File: config.mk
export PLATFORM = sky130hd
export DESIGN_NAME = id_stage_top
export DESIGN_NICKNAME = d
export VERILOG_FILES = /design/src/design/id_pkg.sv /design/src/design/id_controller.sv /design/src/design/id_decoder.sv /design/src/design/id_operand_mux.sv /design/src/design/id_stage_top.sv
export SDC_FILE = /design/constraint.sdc
export NUM_CORES = 1
export LEC_CHECK = 0
export BUFFER_PORTS_ARGS = -buffer_cell sky130_fd_sc_hd__buf_2
export CORE_AREA = 2 2 101 103
export CTS_CLUSTER_DIAMETER = 50
export DETAILED_ROUTE_END_ITERATION = 10
export DIE_AREA = 0 0 103 105
export GPL_TIMING_DRIVEN = 0
export HOLD_SLACK_MARGIN = 0.06
export SKIP_LAST_GASP = 1
export SLEW_MARGIN = 20
export SYNTH_ARGS = -nofsm -noshare
export SYNTH_HDL_FRONTEND = slang
export SYNTH_HIERARCHICAL = 1
export SYNTH_SLANG_ARGS = --single-unit
File: constraint.sdc
create_clock -name clk_i -period 3.8 [get_ports clk_i]
set_input_delay 0.76 -clock clk_i [delete_from_list [all_inputs] [get_ports clk_i]]
set_output_delay 0.76 -clock clk_i [all_outputs]
set_load 0.02 [all_outputs]
File: src/design/id_pkg.sv
////////////////////
// Decode stage definitions
// Widths, opcodes, ALU operators and mux selects shared by the ID blocks
////////////////////

package id_pkg;

  // Datapath and register file sizes
  localparam int unsigned XLEN             = 32;
  localparam int unsigned REG_ADDR_W       = 5;
  localparam int unsigned NUM_REGS_DEFAULT = 32;

  ////////////////////
  // Major opcodes
  ////////////////////

  typedef enum logic [6:0] {
    OP     = 7'h33,
    OP_IMM = 7'h13,
    LUI    = 7'h37,
    AUIPC  = 7'h17,
    LOAD   = 7'h03,
    STORE  = 7'h23,
    BRANCH = 7'h63,
    JAL    = 7'h6f
  } opcode_e;

  // ALU operator handed to the execute side
  typedef enum logic [3:0] {
    ADD,
    SUB,
    XOR,
    OR,
    AND,
    SLL,
    SRL,
    SRA,
    SLT,
    SLTU
  } alu_op_e;

  ////////////////////
  // Operand selects
  ////////////////////

  typedef enum logic [1:0] {
    OP_A_REG,
    OP_A_PC,
    OP_A_ZERO
  } op_a_sel_e;

  typedef enum logic {
    OP_B_REG,
    OP_B_IMM
  } op_b_sel_e;

  // IMM_B_INCR_PC is the constant 4 for link values
  typedef enum logic [2:0] {
    IMM_B_I,
    IMM_B_S,
    IMM_B_U,
    IMM_B_INCR_PC
  } imm_b_sel_e;

  // Access size, same coding as the data interface
  typedef enum logic [1:0] {
    LSU_WORD = 2'b00,
    LSU_HALF = 2'b01,
    LSU_BYTE = 2'b10
  } lsu_type_e;

  // ID FSM states
  typedef enum logic {
    FIRST_CYCLE,
    MULTI_CYCLE
  } id_fsm_e;

endpackage

File: src/design/id_controller.sv
////////////////////
// ID stage controller
// FSM, stalls, branch/jump PC set and write/request gating
////////////////////

`timescale 1ns/1ns

module id_controller import id_pkg::*; (
  input  logic clk_i,
  input  logic rst_ni,
  input  logic instr_valid_i,
  input  logic illegal_i,
  input  logic branch_dec_i,
  input  logic jump_dec_i,
  input  logic lsu_dec_i,
  input  logic rf_we_dec_i,
  input  logic lsu_we_i,
  input  logic branch_decision_i,
  input  logic lsu_resp_valid_i,
  output logic lsu_req_o,
  output logic rf_we_o,
  output logic pc_set_o,
  output logic instr_done_o,
  output logic illegal_insn_o
);

  id_fsm_e id_fsm_q, id_fsm_d;

  logic lsu_en, branch_en, jump_en;
  logic first_cycle;
  logic multicycle_done;
  logic stall_mem, stall_branch, stall_jump, stall_id;
  logic branch_set_d, branch_set_q;
  logic jump_set_raw;
  logic set_done_d, set_done_q;

  // Only legal, valid instructions take part
  assign lsu_en    = instr_valid_i & ~illegal_i & lsu_dec_i;
  assign branch_en = instr_valid_i & ~illegal_i & branch_dec_i;
  assign jump_en   = instr_valid_i & ~illegal_i & jump_dec_i;

  assign illegal_insn_o = instr_valid_i & illegal_i;
  assign first_cycle    = instr_valid_i & (id_fsm_q == FIRST_CYCLE);

  ////////////////////
  // ID FSM
  ////////////////////

  assign multicycle_done = lsu_en ? lsu_resp_valid_i : 1'b1;

  always_comb begin
    id_fsm_d     = id_fsm_q;
    stall_branch = 1'b0;
    stall_jump   = 1'b0;
    branch_set_d = 1'b0;
    jump_set_raw = 1'b0;

    if (instr_valid_i) begin
      case (id_fsm_q)
        FIRST_CYCLE: begin
          if (lsu_en) begin
            id_fsm_d = MULTI_CYCLE;
          end else if (branch_en) begin
            // Taken branch spends one more cycle
            id_fsm_d     = branch_decision_i ? MULTI_CYCLE : FIRST_CYCLE;
            stall_branch = branch_decision_i;
            branch_set_d = branch_decision_i;
          end else if (jump_en) begin
            id_fsm_d     = MULTI_CYCLE;
            stall_jump   = 1'b1;
            jump_set_raw = 1'b1;
          end
        end
        MULTI_CYCLE: begin
          if (multicycle_done) begin
            id_fsm_d = FIRST_CYCLE;
          end else begin
            stall_branch = branch_en;
            stall_jump   = jump_en;
          end
        end
        default: id_fsm_d = FIRST_CYCLE;
      endcase
    end
  end

  // Memory ops always stall the request cycle, then wait for the response
  assign stall_mem = lsu_en & (~lsu_resp_valid_i | first_cycle);
  assign stall_id  = stall_mem | stall_branch | stall_jump;

  assign instr_done_o = instr_valid_i & ~stall_id;

  always_ff @(posedge clk_i or negedge rst_ni) begin
    if (!rst_ni) begin
      id_fsm_q     <= FIRST_CYCLE;
      branch_set_q <= 1'b0;
      set_done_q   <= 1'b0;
    end else begin
      id_fsm_q     <= id_fsm_d;
      branch_set_q <= branch_set_d;
      set_done_q   <= set_done_d;
    end
  end

  ////////////////////
  // PC set and gating
  ////////////////////

  // One PC set per branch or jump, flag clears when the instruction retires
  assign set_done_d = (branch_set_q | jump_set_raw | set_done_q) & ~instr_done_o;

  assign pc_set_o = instr_valid_i & ~set_done_q & (branch_set_q | jump_set_raw);

  assign lsu_req_o = first_cycle & lsu_en;

  // No register write for stores
  assign rf_we_o = instr_done_o & ~illegal_i & rf_we_dec_i & ~(lsu_dec_i & lsu_we_i);

endmodule

File: src/design/id_decoder.sv
////////////////////
// RV32I instruction decoder
// Control fields, register addresses and illegal detection
////////////////////

`timescale 1ns/1ns

module id_decoder import id_pkg::*; #(
  parameter int unsigned NumRegs = NUM_REGS_DEFAULT
) (
  input  logic [XLEN-1:0]       instr_i,
  output alu_op_e               alu_operator_o,
  output op_a_sel_e             op_a_sel_o,
  output op_b_sel_e             op_b_sel_o,
  output imm_b_sel_e            imm_b_sel_o,
  output logic [REG_ADDR_W-1:0] rf_raddr_a_o,
  output logic [REG_ADDR_W-1:0] rf_raddr_b_o,
  output logic [REG_ADDR_W-1:0] rf_waddr_o,
  output logic                  rf_we_dec_o,
  output logic                  lsu_dec_o,
  output logic                  lsu_we_o,
  output lsu_type_e             lsu_type_o,
  output logic                  lsu_sign_ext_o,
  output logic                  branch_dec_o,
  output logic                  jump_dec_o,
  output logic                  illegal_o
);

  opcode_e               opcode;
  logic [2:0]            funct3;
  logic [6:0]            funct7;
  logic [REG_ADDR_W-1:0] rs1, rs2, rd;
  logic                  rs1_used, rs2_used, rd_used;
  logic                  illegal_enc, illegal_reg;
  logic                  rf_we_raw, lsu_raw, lsu_we_raw, branch_raw, jump_raw;

  assign opcode = opcode_e'(instr_i[6:0]);
  assign funct3 = instr_i[14:12];
  assign funct7 = instr_i[31:25];
  assign rs1    = instr_i[19:15];
  assign rs2    = instr_i[24:20];
  assign rd     = instr_i[11:7];

  assign rf_raddr_a_o = rs1;
  assign rf_raddr_b_o = rs2;
  assign rf_waddr_o   = rd;

  ////////////////////
  // Opcode decode
  ////////////////////

  always_comb begin
    alu_operator_o = ADD;
    op_a_sel_o     = OP_A_REG;
    op_b_sel_o     = OP_B_IMM;
    imm_b_sel_o    = IMM_B_I;
    lsu_type_o     = LSU_WORD;
    lsu_sign_ext_o = 1'b0;
    rf_we_raw      = 1'b0;
    lsu_raw        = 1'b0;
    lsu_we_raw     = 1'b0;
    branch_raw     = 1'b0;
    jump_raw       = 1'b0;
    rs1_used       = 1'b0;
    rs2_used       = 1'b0;
    rd_used        = 1'b0;
    illegal_enc    = 1'b0;

    case (opcode)
      OP, OP_IMM: begin
        rf_we_raw  = 1'b1;
        rs1_used   = 1'b1;
        rd_used    = 1'b1;
        rs2_used   = (opcode == OP);
        op_b_sel_o = (opcode == OP) ? OP_B_REG : OP_B_IMM;
        case (funct3)
          3'b000: begin
            // SUB only exists in the register form
            alu_operator_o = (opcode == OP && funct7 == 7'h20) ? SUB : ADD;
            illegal_enc    = (opcode == OP) && !(funct7 inside {7'h00, 7'h20});
          end
          3'b001: begin
            alu_operator_o = SLL;
            illegal_enc    = (funct7 != 7'h00);
          end
          3'b101: begin
            alu_operator_o = (funct7 == 7'h20) ? SRA : SRL;
            illegal_enc    = !(funct7 inside {7'h00, 7'h20});
          end
          3'b010: alu_operator_o = SLT;
          3'b011: alu_operator_o = SLTU;
          3'b100: alu_operator_o = XOR;
          3'b110: alu_operator_o = OR;
          default: alu_operator_o = AND;
        endcase
        // Remaining register ops need funct7 zero
        if (opcode == OP && !(funct3 inside {3'b000, 3'b101}) && funct7 != 7'h00) begin
          illegal_enc = 1'b1;
        end
      end
      LUI, AUIPC: begin
        op_a_sel_o  = (opcode == LUI) ? OP_A_ZERO : OP_A_PC;
        imm_b_sel_o = IMM_B_U;
        rf_we_raw   = 1'b1;
        rd_used     = 1'b1;
      end
      LOAD: begin
        lsu_raw        = 1'b1;
        rf_we_raw      = 1'b1;
        rs1_used       = 1'b1;
        rd_used        = 1'b1;
        lsu_sign_ext_o = ~funct3[2];
        case (funct3)
          3'b000, 3'b100: lsu_type_o = LSU_BYTE;
          3'b001, 3'b101: lsu_type_o = LSU_HALF;
          3'b010:         lsu_type_o = LSU_WORD;
          default:        illegal_enc = 1'b1;
        endcase
      end
      STORE: begin
        lsu_raw     = 1'b1;
        lsu_we_raw  = 1'b1;
        rs1_used    = 1'b1;
        rs2_used    = 1'b1;
        imm_b_sel_o = IMM_B_S;
        case (funct3)
          3'b000:  lsu_type_o = LSU_BYTE;
          3'b001:  lsu_type_o = LSU_HALF;
          3'b010:  lsu_type_o = LSU_WORD;
          default: illegal_enc = 1'b1;
        endcase
      end
      BRANCH: begin
        // Comparison on the ALU, decision comes back externally
        branch_raw = 1'b1;
        op_b_sel_o = OP_B_REG;
        rs1_used   = 1'b1;
        rs2_used   = 1'b1;
        case (funct3)
          3'b000, 3'b001: alu_operator_o = SUB;
          3'b100, 3'b101: alu_operator_o = SLT;
          3'b110, 3'b111: alu_operator_o = SLTU;
          default:        illegal_enc = 1'b1;
        endcase
      end
      JAL: begin
        // Link value is PC + 4
        jump_raw    = 1'b1;
        rf_we_raw   = 1'b1;
        rd_used     = 1'b1;
        op_a_sel_o  = OP_A_PC;
        imm_b_sel_o = IMM_B_INCR_PC;
      end
      default: illegal_enc = 1'b1;
    endcase
  end

  // RV32E limit on any register field in use
  assign illegal_reg = (rs1_used & (rs1 >= NumRegs)) |
                       (rs2_used & (rs2 >= NumRegs)) |
                       (rd_used  & (rd  >= NumRegs));

  assign illegal_o = illegal_enc | illegal_reg;

  assign rf_we_dec_o  = rf_we_raw  & ~illegal_o;
  assign lsu_dec_o    = lsu_raw    & ~illegal_o;
  assign lsu_we_o     = lsu_we_raw & ~illegal_o;
  assign branch_dec_o = branch_raw & ~illegal_o;
  assign jump_dec_o   = jump_raw   & ~illegal_o;

endmodule

File: src/design/id_operand_mux.sv
////////////////////
// ALU operand muxing
// Immediate generation and operand A/B selection
////////////////////

`timescale 1ns/1ns

module id_operand_mux import id_pkg::*; (
  input  logic [XLEN-1:0] instr_i,
  input  logic [XLEN-1:0] pc_i,
  input  logic [XLEN-1:0] rf_rdata_a_i,
  input  logic [XLEN-1:0] rf_rdata_b_i,
  input  op_a_sel_e       op_a_sel_i,
  input  op_b_sel_e       op_b_sel_i,
  input  imm_b_sel_e      imm_b_sel_i,
  output logic [XLEN-1:0] alu_operand_a_o,
  output logic [XLEN-1:0] alu_operand_b_o
);

  logic [XLEN-1:0] imm_i_type;
  logic [XLEN-1:0] imm_s_type;
  logic [XLEN-1:0] imm_u_type;
  logic [XLEN-1:0] imm_b;

  ////////////////////
  // Immediates
  ////////////////////

  assign imm_i_type = {{20{instr_i[31]}}, instr_i[31:20]};
  assign imm_s_type = {{20{instr_i[31]}}, instr_i[31:25], instr_i[11:7]};
  // Upper immediate, low 12 bits zero
  assign imm_u_type = {instr_i[31:12], 12'b0};

  always_comb begin
    case (imm_b_sel_i)
      IMM_B_I:       imm_b = imm_i_type;
      IMM_B_S:       imm_b = imm_s_type;
      IMM_B_U:       imm_b = imm_u_type;
      IMM_B_INCR_PC: imm_b = 32'h4;
      default:       imm_b = 32'h4;
    endcase
  end

  ////////////////////
  // Operand selects
  ////////////////////

  // LUI takes zero, AUIPC and JAL take the PC
  always_comb begin
    case (op_a_sel_i)
      OP_A_REG:  alu_operand_a_o = rf_rdata_a_i;
      OP_A_PC:   alu_operand_a_o = pc_i;
      OP_A_ZERO: alu_operand_a_o = '0;
      default:   alu_operand_a_o = rf_rdata_a_i;
    endcase
  end

  assign alu_operand_b_o = (op_b_sel_i == OP_B_IMM) ? imm_b : rf_rdata_b_i;

endmodule

File: src/design/id_stage_top.sv
////////////////////
// RV32I decode stage
// Connects decoder, operand mux and controller
////////////////////

`timescale 1ns/1ns

module id_stage_top import id_pkg::*; #(
  parameter int unsigned NumRegs = NUM_REGS_DEFAULT
) (
  input  logic                  clk_i,
  input  logic                  rst_ni,
  // Fetch side
  input  logic                  instr_valid_i,
  input  logic [XLEN-1:0]       instr_i,
  input  logic [XLEN-1:0]       pc_i,
  output logic                  id_ready_o,
  output logic                  instr_done_o,
  output logic                  illegal_insn_o,
  // Register file
  output logic [REG_ADDR_W-1:0] rf_raddr_a_o,
  output logic [REG_ADDR_W-1:0] rf_raddr_b_o,
  input  logic [XLEN-1:0]       rf_rdata_a_i,
  input  logic [XLEN-1:0]       rf_rdata_b_i,
  output logic [REG_ADDR_W-1:0] rf_waddr_o,
  output logic                  rf_we_o,
  // ALU
  output alu_op_e               alu_operator_o,
  output logic [XLEN-1:0]       alu_operand_a_o,
  output logic [XLEN-1:0]       alu_operand_b_o,
  input  logic                  branch_decision_i,
  // LSU
  output logic                  lsu_req_o,
  output logic                  lsu_we_o,
  output lsu_type_e             lsu_type_o,
  output logic                  lsu_sign_ext_o,
  output logic [XLEN-1:0]       lsu_wdata_o,
  input  logic                  lsu_resp_valid_i,
  output logic                  pc_set_o
);

  op_a_sel_e  op_a_sel;
  op_b_sel_e  op_b_sel;
  imm_b_sel_e imm_b_sel;
  logic       rf_we_dec, lsu_dec, lsu_we, branch_dec, jump_dec, illegal_dec;

  id_decoder #(
    .NumRegs(NumRegs)
  ) i_id_decoder (
    .instr_i       (instr_i),
    .alu_operator_o(alu_operator_o),
    .op_a_sel_o    (op_a_sel),
    .op_b_sel_o    (op_b_sel),
    .imm_b_sel_o   (imm_b_sel),
    .rf_raddr_a_o  (rf_raddr_a_o),
    .rf_raddr_b_o  (rf_raddr_b_o),
    .rf_waddr_o    (rf_waddr_o),
    .rf_we_dec_o   (rf_we_dec),
    .lsu_dec_o     (lsu_dec),
    .lsu_we_o      (lsu_we),
    .lsu_type_o    (lsu_type_o),
    .lsu_sign_ext_o(lsu_sign_ext_o),
    .branch_dec_o  (branch_dec),
    .jump_dec_o    (jump_dec),
    .illegal_o     (illegal_dec)
  );

  id_operand_mux i_id_operand_mux (
    .instr_i        (instr_i),
    .pc_i           (pc_i),
    .rf_rdata_a_i   (rf_rdata_a_i),
    .rf_rdata_b_i   (rf_rdata_b_i),
    .op_a_sel_i     (op_a_sel),
    .op_b_sel_i     (op_b_sel),
    .imm_b_sel_i    (imm_b_sel),
    .alu_operand_a_o(alu_operand_a_o),
    .alu_operand_b_o(alu_operand_b_o)
  );

  id_controller i_id_controller (
    .clk_i            (clk_i),
    .rst_ni           (rst_ni),
    .instr_valid_i    (instr_valid_i),
    .illegal_i        (illegal_dec),
    .branch_dec_i     (branch_dec),
    .jump_dec_i       (jump_dec),
    .lsu_dec_i        (lsu_dec),
    .rf_we_dec_i      (rf_we_dec),
    .lsu_we_i         (lsu_we),
    .branch_decision_i(branch_decision_i),
    .lsu_resp_valid_i (lsu_resp_valid_i),
    .lsu_req_o        (lsu_req_o),
    .rf_we_o          (rf_we_o),
    .pc_set_o         (pc_set_o),
    .instr_done_o     (instr_done_o),
    .illegal_insn_o   (illegal_insn_o)
  );

  // Store data straight from register port B
  assign lsu_wdata_o = rf_rdata_b_i;
  assign lsu_we_o    = lsu_we;
  assign id_ready_o  = instr_done_o;

endmodule

==> impl_summary.txt <==
----------------------------------------------------
[Outcome]
  Result of the run ... finished, final reports clean

[Setup path]
  Critical path launch point type ... input pin
  Crit path DAT ... 3020 ps
  Reg-to-reg critical path startpoint ... i_id_controller/id_fsm_q$_DFFE_PN0P_
  Critical register-to-register path endpoint ... i_id_controller/set_done_q$_DFF_PN0_
  Worst setup path endpoint ... rf_we_o
  Start point of the critical path ... instr_i[26]
  Type of the worst setup path ... in -> out
  Max Fanout on Critical Path ... 3
  Register-to-register setup slack ... 2330 ps
  CP endpoint kind ... output port
  Required time reported for the critical path endpoint ... 3040 ps
  Cell depth of the worst flop-to-flop path ... 4

[Final layout]
  Fraction of final layout cells with drive strength greater than 1 ... 66.55%
  Growth of design area from synthesis to finish ... 83.05%
  Final cell area excluding filler cells ... 0.003784 mm2
  Number of inserted filler cells in the final layout ... 1049
  Area taken by flip-flops and latches ... 75.07 um2
  Area of the multi-input gates ... 0.001425 mm2
  Post-Layout Cell Count ... 686
  Net count of the finished layout ... 688
  Antenna diode instance count ... 0

[Floorplan]
  Area of the core region ... 0.009639 mm2
  Die height ... 105 um
  Core Rows ... 36
  I/O pins ... 258
  Horizontal extent of the die ... 103 um
  Initial Util ... 21.44%
  Total die area ... 0.01082 mm2

[Global routing]
  Vias in the first global route ... 2976
  GRT Resource Usage Total ... 16.23%
  Pin count of the biggest net entering global routing ... 11
  Initial antenna violation count ... 2
  Total overflow reported by the global router ... 0
  First-pass GRT wire length ... 14460 um

[Synth]
  Main flop type after synthesis ... sky130_fd_sc_hd__dfrtp_1
  Biggest area consumer among synthesized cells ... sky130_fd_sc_hd__buf_4
  Number of warning messages in the yosys log ... 6
  Mean instance size in the synthesized netlist ... 7.330 um2
  Nets in the synthesized netlist ... 416
  Library cell with the highest instance count after synthesis ... sky130_fd_sc_hd__buf_4
  Area share of the largest cell type after synthesis ... 18.52%
  Yosys cell types ... 53
  Leading cell types by total area after synthesis ... sky130_fd_sc_hd__buf_4 (19%), sky130_fd_sc_hd__a22o_1 (17%), sky130_fd_sc_hd__inv_1 (8.5%), sky130_fd_sc_hd__o221ai_2 (8.0%), sky130_fd_sc_hd__o221ai_1 (4.2%)
  Share of the yosys chip area belonging to registers ... 3.632%
  Synthesized cell area ... 0.002067 mm2
  Asr flop ratio synth ... 100.0%
  List of most frequent post-synthesis cells ... sky130_fd_sc_hd__buf_4 (51), sky130_fd_sc_hd__inv_1 (47), sky130_fd_sc_hd__a22o_1 (39)
  Number of enable-type register cells in the synthesized netlist ... 0
  Post-Syn Instances ... 282
  Number of register bits inferred by synthesis ... 3

[STA]
  Final number of hold-violating endpoints ... 0
  Ratio of final minimum period to clock period ... 99.55%
  Fmax ... 264.3 MHz
  Max-slew violation count ... 0
  Endpoints failing setup ... 0
  Worst Max-Slew Pin Slew ... 634.2 ps
  Relative slew margins ... 57.72%
  RSZ-0062 raised after global routing ... yes
  Final critical delay including setup and external delays ... 3783 ps
  Layout Skew ... 1.261 ps

[Power]
  Pwr dens ... 141.5 mW/mm2
  Gate power share ... 76.5%
  Worst supply voltage drop on vdd ... 0.1871 mV
  Switching part of the total ... 45.99%
  Sequential cell fraction of total power ... 6.3%
  Total leakage power ... 2.121 nW
  Switching pwr ... 0.0002463 W
  Clock power share ... 17.2%
  Internal power summed over all cells ... 0.0002892 W

[Placed design]
  Total of buffers placed on input and output ports ... 257
  Routability congestion estimate from global placement ... 0.8657
  DP Cell Count ... 672
  Post-DP HPWL ... 8473 um
  Placed standard-cell area ... 0.003521 mm2

[Detailed routing]
  Total via count in the routed design ... 3112
  WL/cell ... 14.63 um
  Average via count per standard cell ... 4.536
  Antenna-violating nets left ... 0
  Number of search-and-repair iterations in the first detailed-routing pass ... 4
  Total Routed Length ... 10040 um
  Final routed DRC violation total ... 0
  Detailed Route Iter0 Violations ... 140

[Clocking]
  Clock tree from TritonCTS ... yes
  Clock transition at the registers of the reported paths ... 30 ps
  Hold-fix buffer count after cts ... 0
  Sinks on Clock Net ... 3
  Count of H-tree levels built during CTS ... 1
  CTS Buf Count ... 3
  Maximum buffer depth of the clock tree ... 2
  Clock Root Buffer ... sky130_fd_sc_hd__clkbuf_8
  Clock latency reported for the late side of the worst-skew pair ... 210 ps

[Run]
  Max-cap viol count ... 0

[Min path]
  Path type of the worst min-delay path ... in -> async

----------------------------------------------------
==> logic make-up after synthesis <==
logic type / after synthesis / synth area share (%)
buffers and inverters: 119 / 32.32
DFF: 3 / 3.632
AOI/OAI and AO/OA: 94 / 42.37
other: 1 / 0.1814
and+or+nand+nor: 58 / 18.04
adders and majority gates: 1 / 0.6052
muxes: 5 / 2.421
xor gates and xnor gates: 1 / 0.4238
==> how the worst min path moves through the flow <==
stage               depth (start not counted)  slack (ps)                                endpoint                            startpoint
finish                                      1         330  i_id_controller/branch_set_q$_DFF_PN0_                                rst_ni
floorplan                                   0         460  i_id_controller/branch_set_q$_DFF_PN0_                                rst_ni
detailed placement                          1         500    i_id_controller/set_done_q$_DFF_PN0_  i_id_controller/set_done_q$_DFF_PN0_
global route                                1         330    i_id_controller/set_done_q$_DFF_PN0_                                rst_ni
CTS                                         1         330  i_id_controller/branch_set_q$_DFF_PN0_                                rst_ni
global placement                            1         480    i_id_controller/set_done_q$_DFF_PN0_  i_id_controller/set_done_q$_DFF_PN0_
==> power groups by stage <==
stage	combinational, W	sequential [W]	clock, W
after global placement	0.000388	0.0000339	0
after global routing	0.000442	0.0000338	0.0000981
after CTS	0.000398	0.0000337	0.0000955
final	0.000410	0.0000336	0.0000919
after floorplan	0.000225	0.0000338	0
after detailed placement	0.000391	0.0000340	0
==> state kept, by name, summed over array words and instances (netlist names) <==
signal	cells
i_id_controller/branch_set_q	1
i_id_controller/id_fsm_q	1
i_id_controller/set_done_q	1
==> placed cells by master (no fill, tap or decap), types with 2 or more instances in the layout <==
cell type                   instances
sky130_fd_sc_hd__a2111oi_4          2
sky130_fd_sc_hd__a21oi_1            7
sky130_fd_sc_hd__a22o_1            39
sky130_fd_sc_hd__and2_2             2
sky130_fd_sc_hd__buf_2            260
sky130_fd_sc_hd__buf_4             63
sky130_fd_sc_hd__buf_6              6
sky130_fd_sc_hd__clkbuf_1           5
sky130_fd_sc_hd__clkbuf_4           4
sky130_fd_sc_hd__clkbuf_8           3
sky130_fd_sc_hd__dfrtp_1            3
sky130_fd_sc_hd__inv_1             47
sky130_fd_sc_hd__mux2i_1            5
sky130_fd_sc_hd__nand2_1            7
sky130_fd_sc_hd__nand3_1            3
sky130_fd_sc_hd__nand3b_1           2
sky130_fd_sc_hd__nand4b_1           2
sky130_fd_sc_hd__nand4bb_1          4
sky130_fd_sc_hd__nor2_1             9
sky130_fd_sc_hd__nor2b_1            4
sky130_fd_sc_hd__nor3_1             5
sky130_fd_sc_hd__nor3b_2            2
sky130_fd_sc_hd__nor4_1             2
sky130_fd_sc_hd__o211a_1            2
sky130_fd_sc_hd__o211ai_1           4
sky130_fd_sc_hd__o21ai_0            5
sky130_fd_sc_hd__o221ai_1           9
sky130_fd_sc_hd__o221ai_2          11
sky130_fd_sc_hd__o2bb2ai_1          4
sky130_fd_sc_hd__or3b_1             2
==> critical path, cell delays in order <==
cell,delay (ps)
sky130_fd_sc_hd__buf_6,100
sky130_fd_sc_hd__nor4_4,400
sky130_fd_sc_hd__nand4b_1,270
sky130_fd_sc_hd__a31oi_4,260
sky130_fd_sc_hd__o221ai_2,150
sky130_fd_sc_hd__or4b_4,520
sky130_fd_sc_hd__o221ai_4,190
sky130_fd_sc_hd__buf_6,140
sky130_fd_sc_hd__a2111oi_2,40
sky130_fd_sc_hd__buf_4,180
==> through the flow <==
stage	total power, W	TNS [ps]	utilization [%]	worst slack [ps]	hold WS, ps
finish	0.0005354	0	39.25	16.98	332.2
global route	0.0005738	-198.7	39.25	-73.75	328.5
floorplan	0.0002592	0	-	123.6	464.4
detailed placement	0.0004253	-2025	36.53	-632.2	498.7
CTS	0.0005272	-21.44	37.71	-21.44	328.4
global placement	0.0004215	-1594	36.53	-517.5	483.5
==> layer usage <==
layer  routed length, um  GRT usage (%)  vias to the layer above
met5                  24              0                        -
met4                  87          2.068                        4
met3                 681          2.475                       12
met2                5135          29.82                      122
met1                4106          20.06                     1450
li1                    -              -                     1524
==> final cells by class <==
cell class / count / share of cell area (%)
inverter: 48 / 4.762
tap: 133 / 4.398
buffer: 69 / 13.13
multi-input combinational: 160 / 37.67
clock buffer: 4 / 1.190
timing repair buffer: 269 / 36.87
sequential: 3 / 1.984
==> what timing repair did <==
item,CTS,global route
pin swaps,5,9
setup endpoints to repair,5,41
setup buffers,4,8
gates resized for setup,6,26
(Power assumes the default switching activity.)
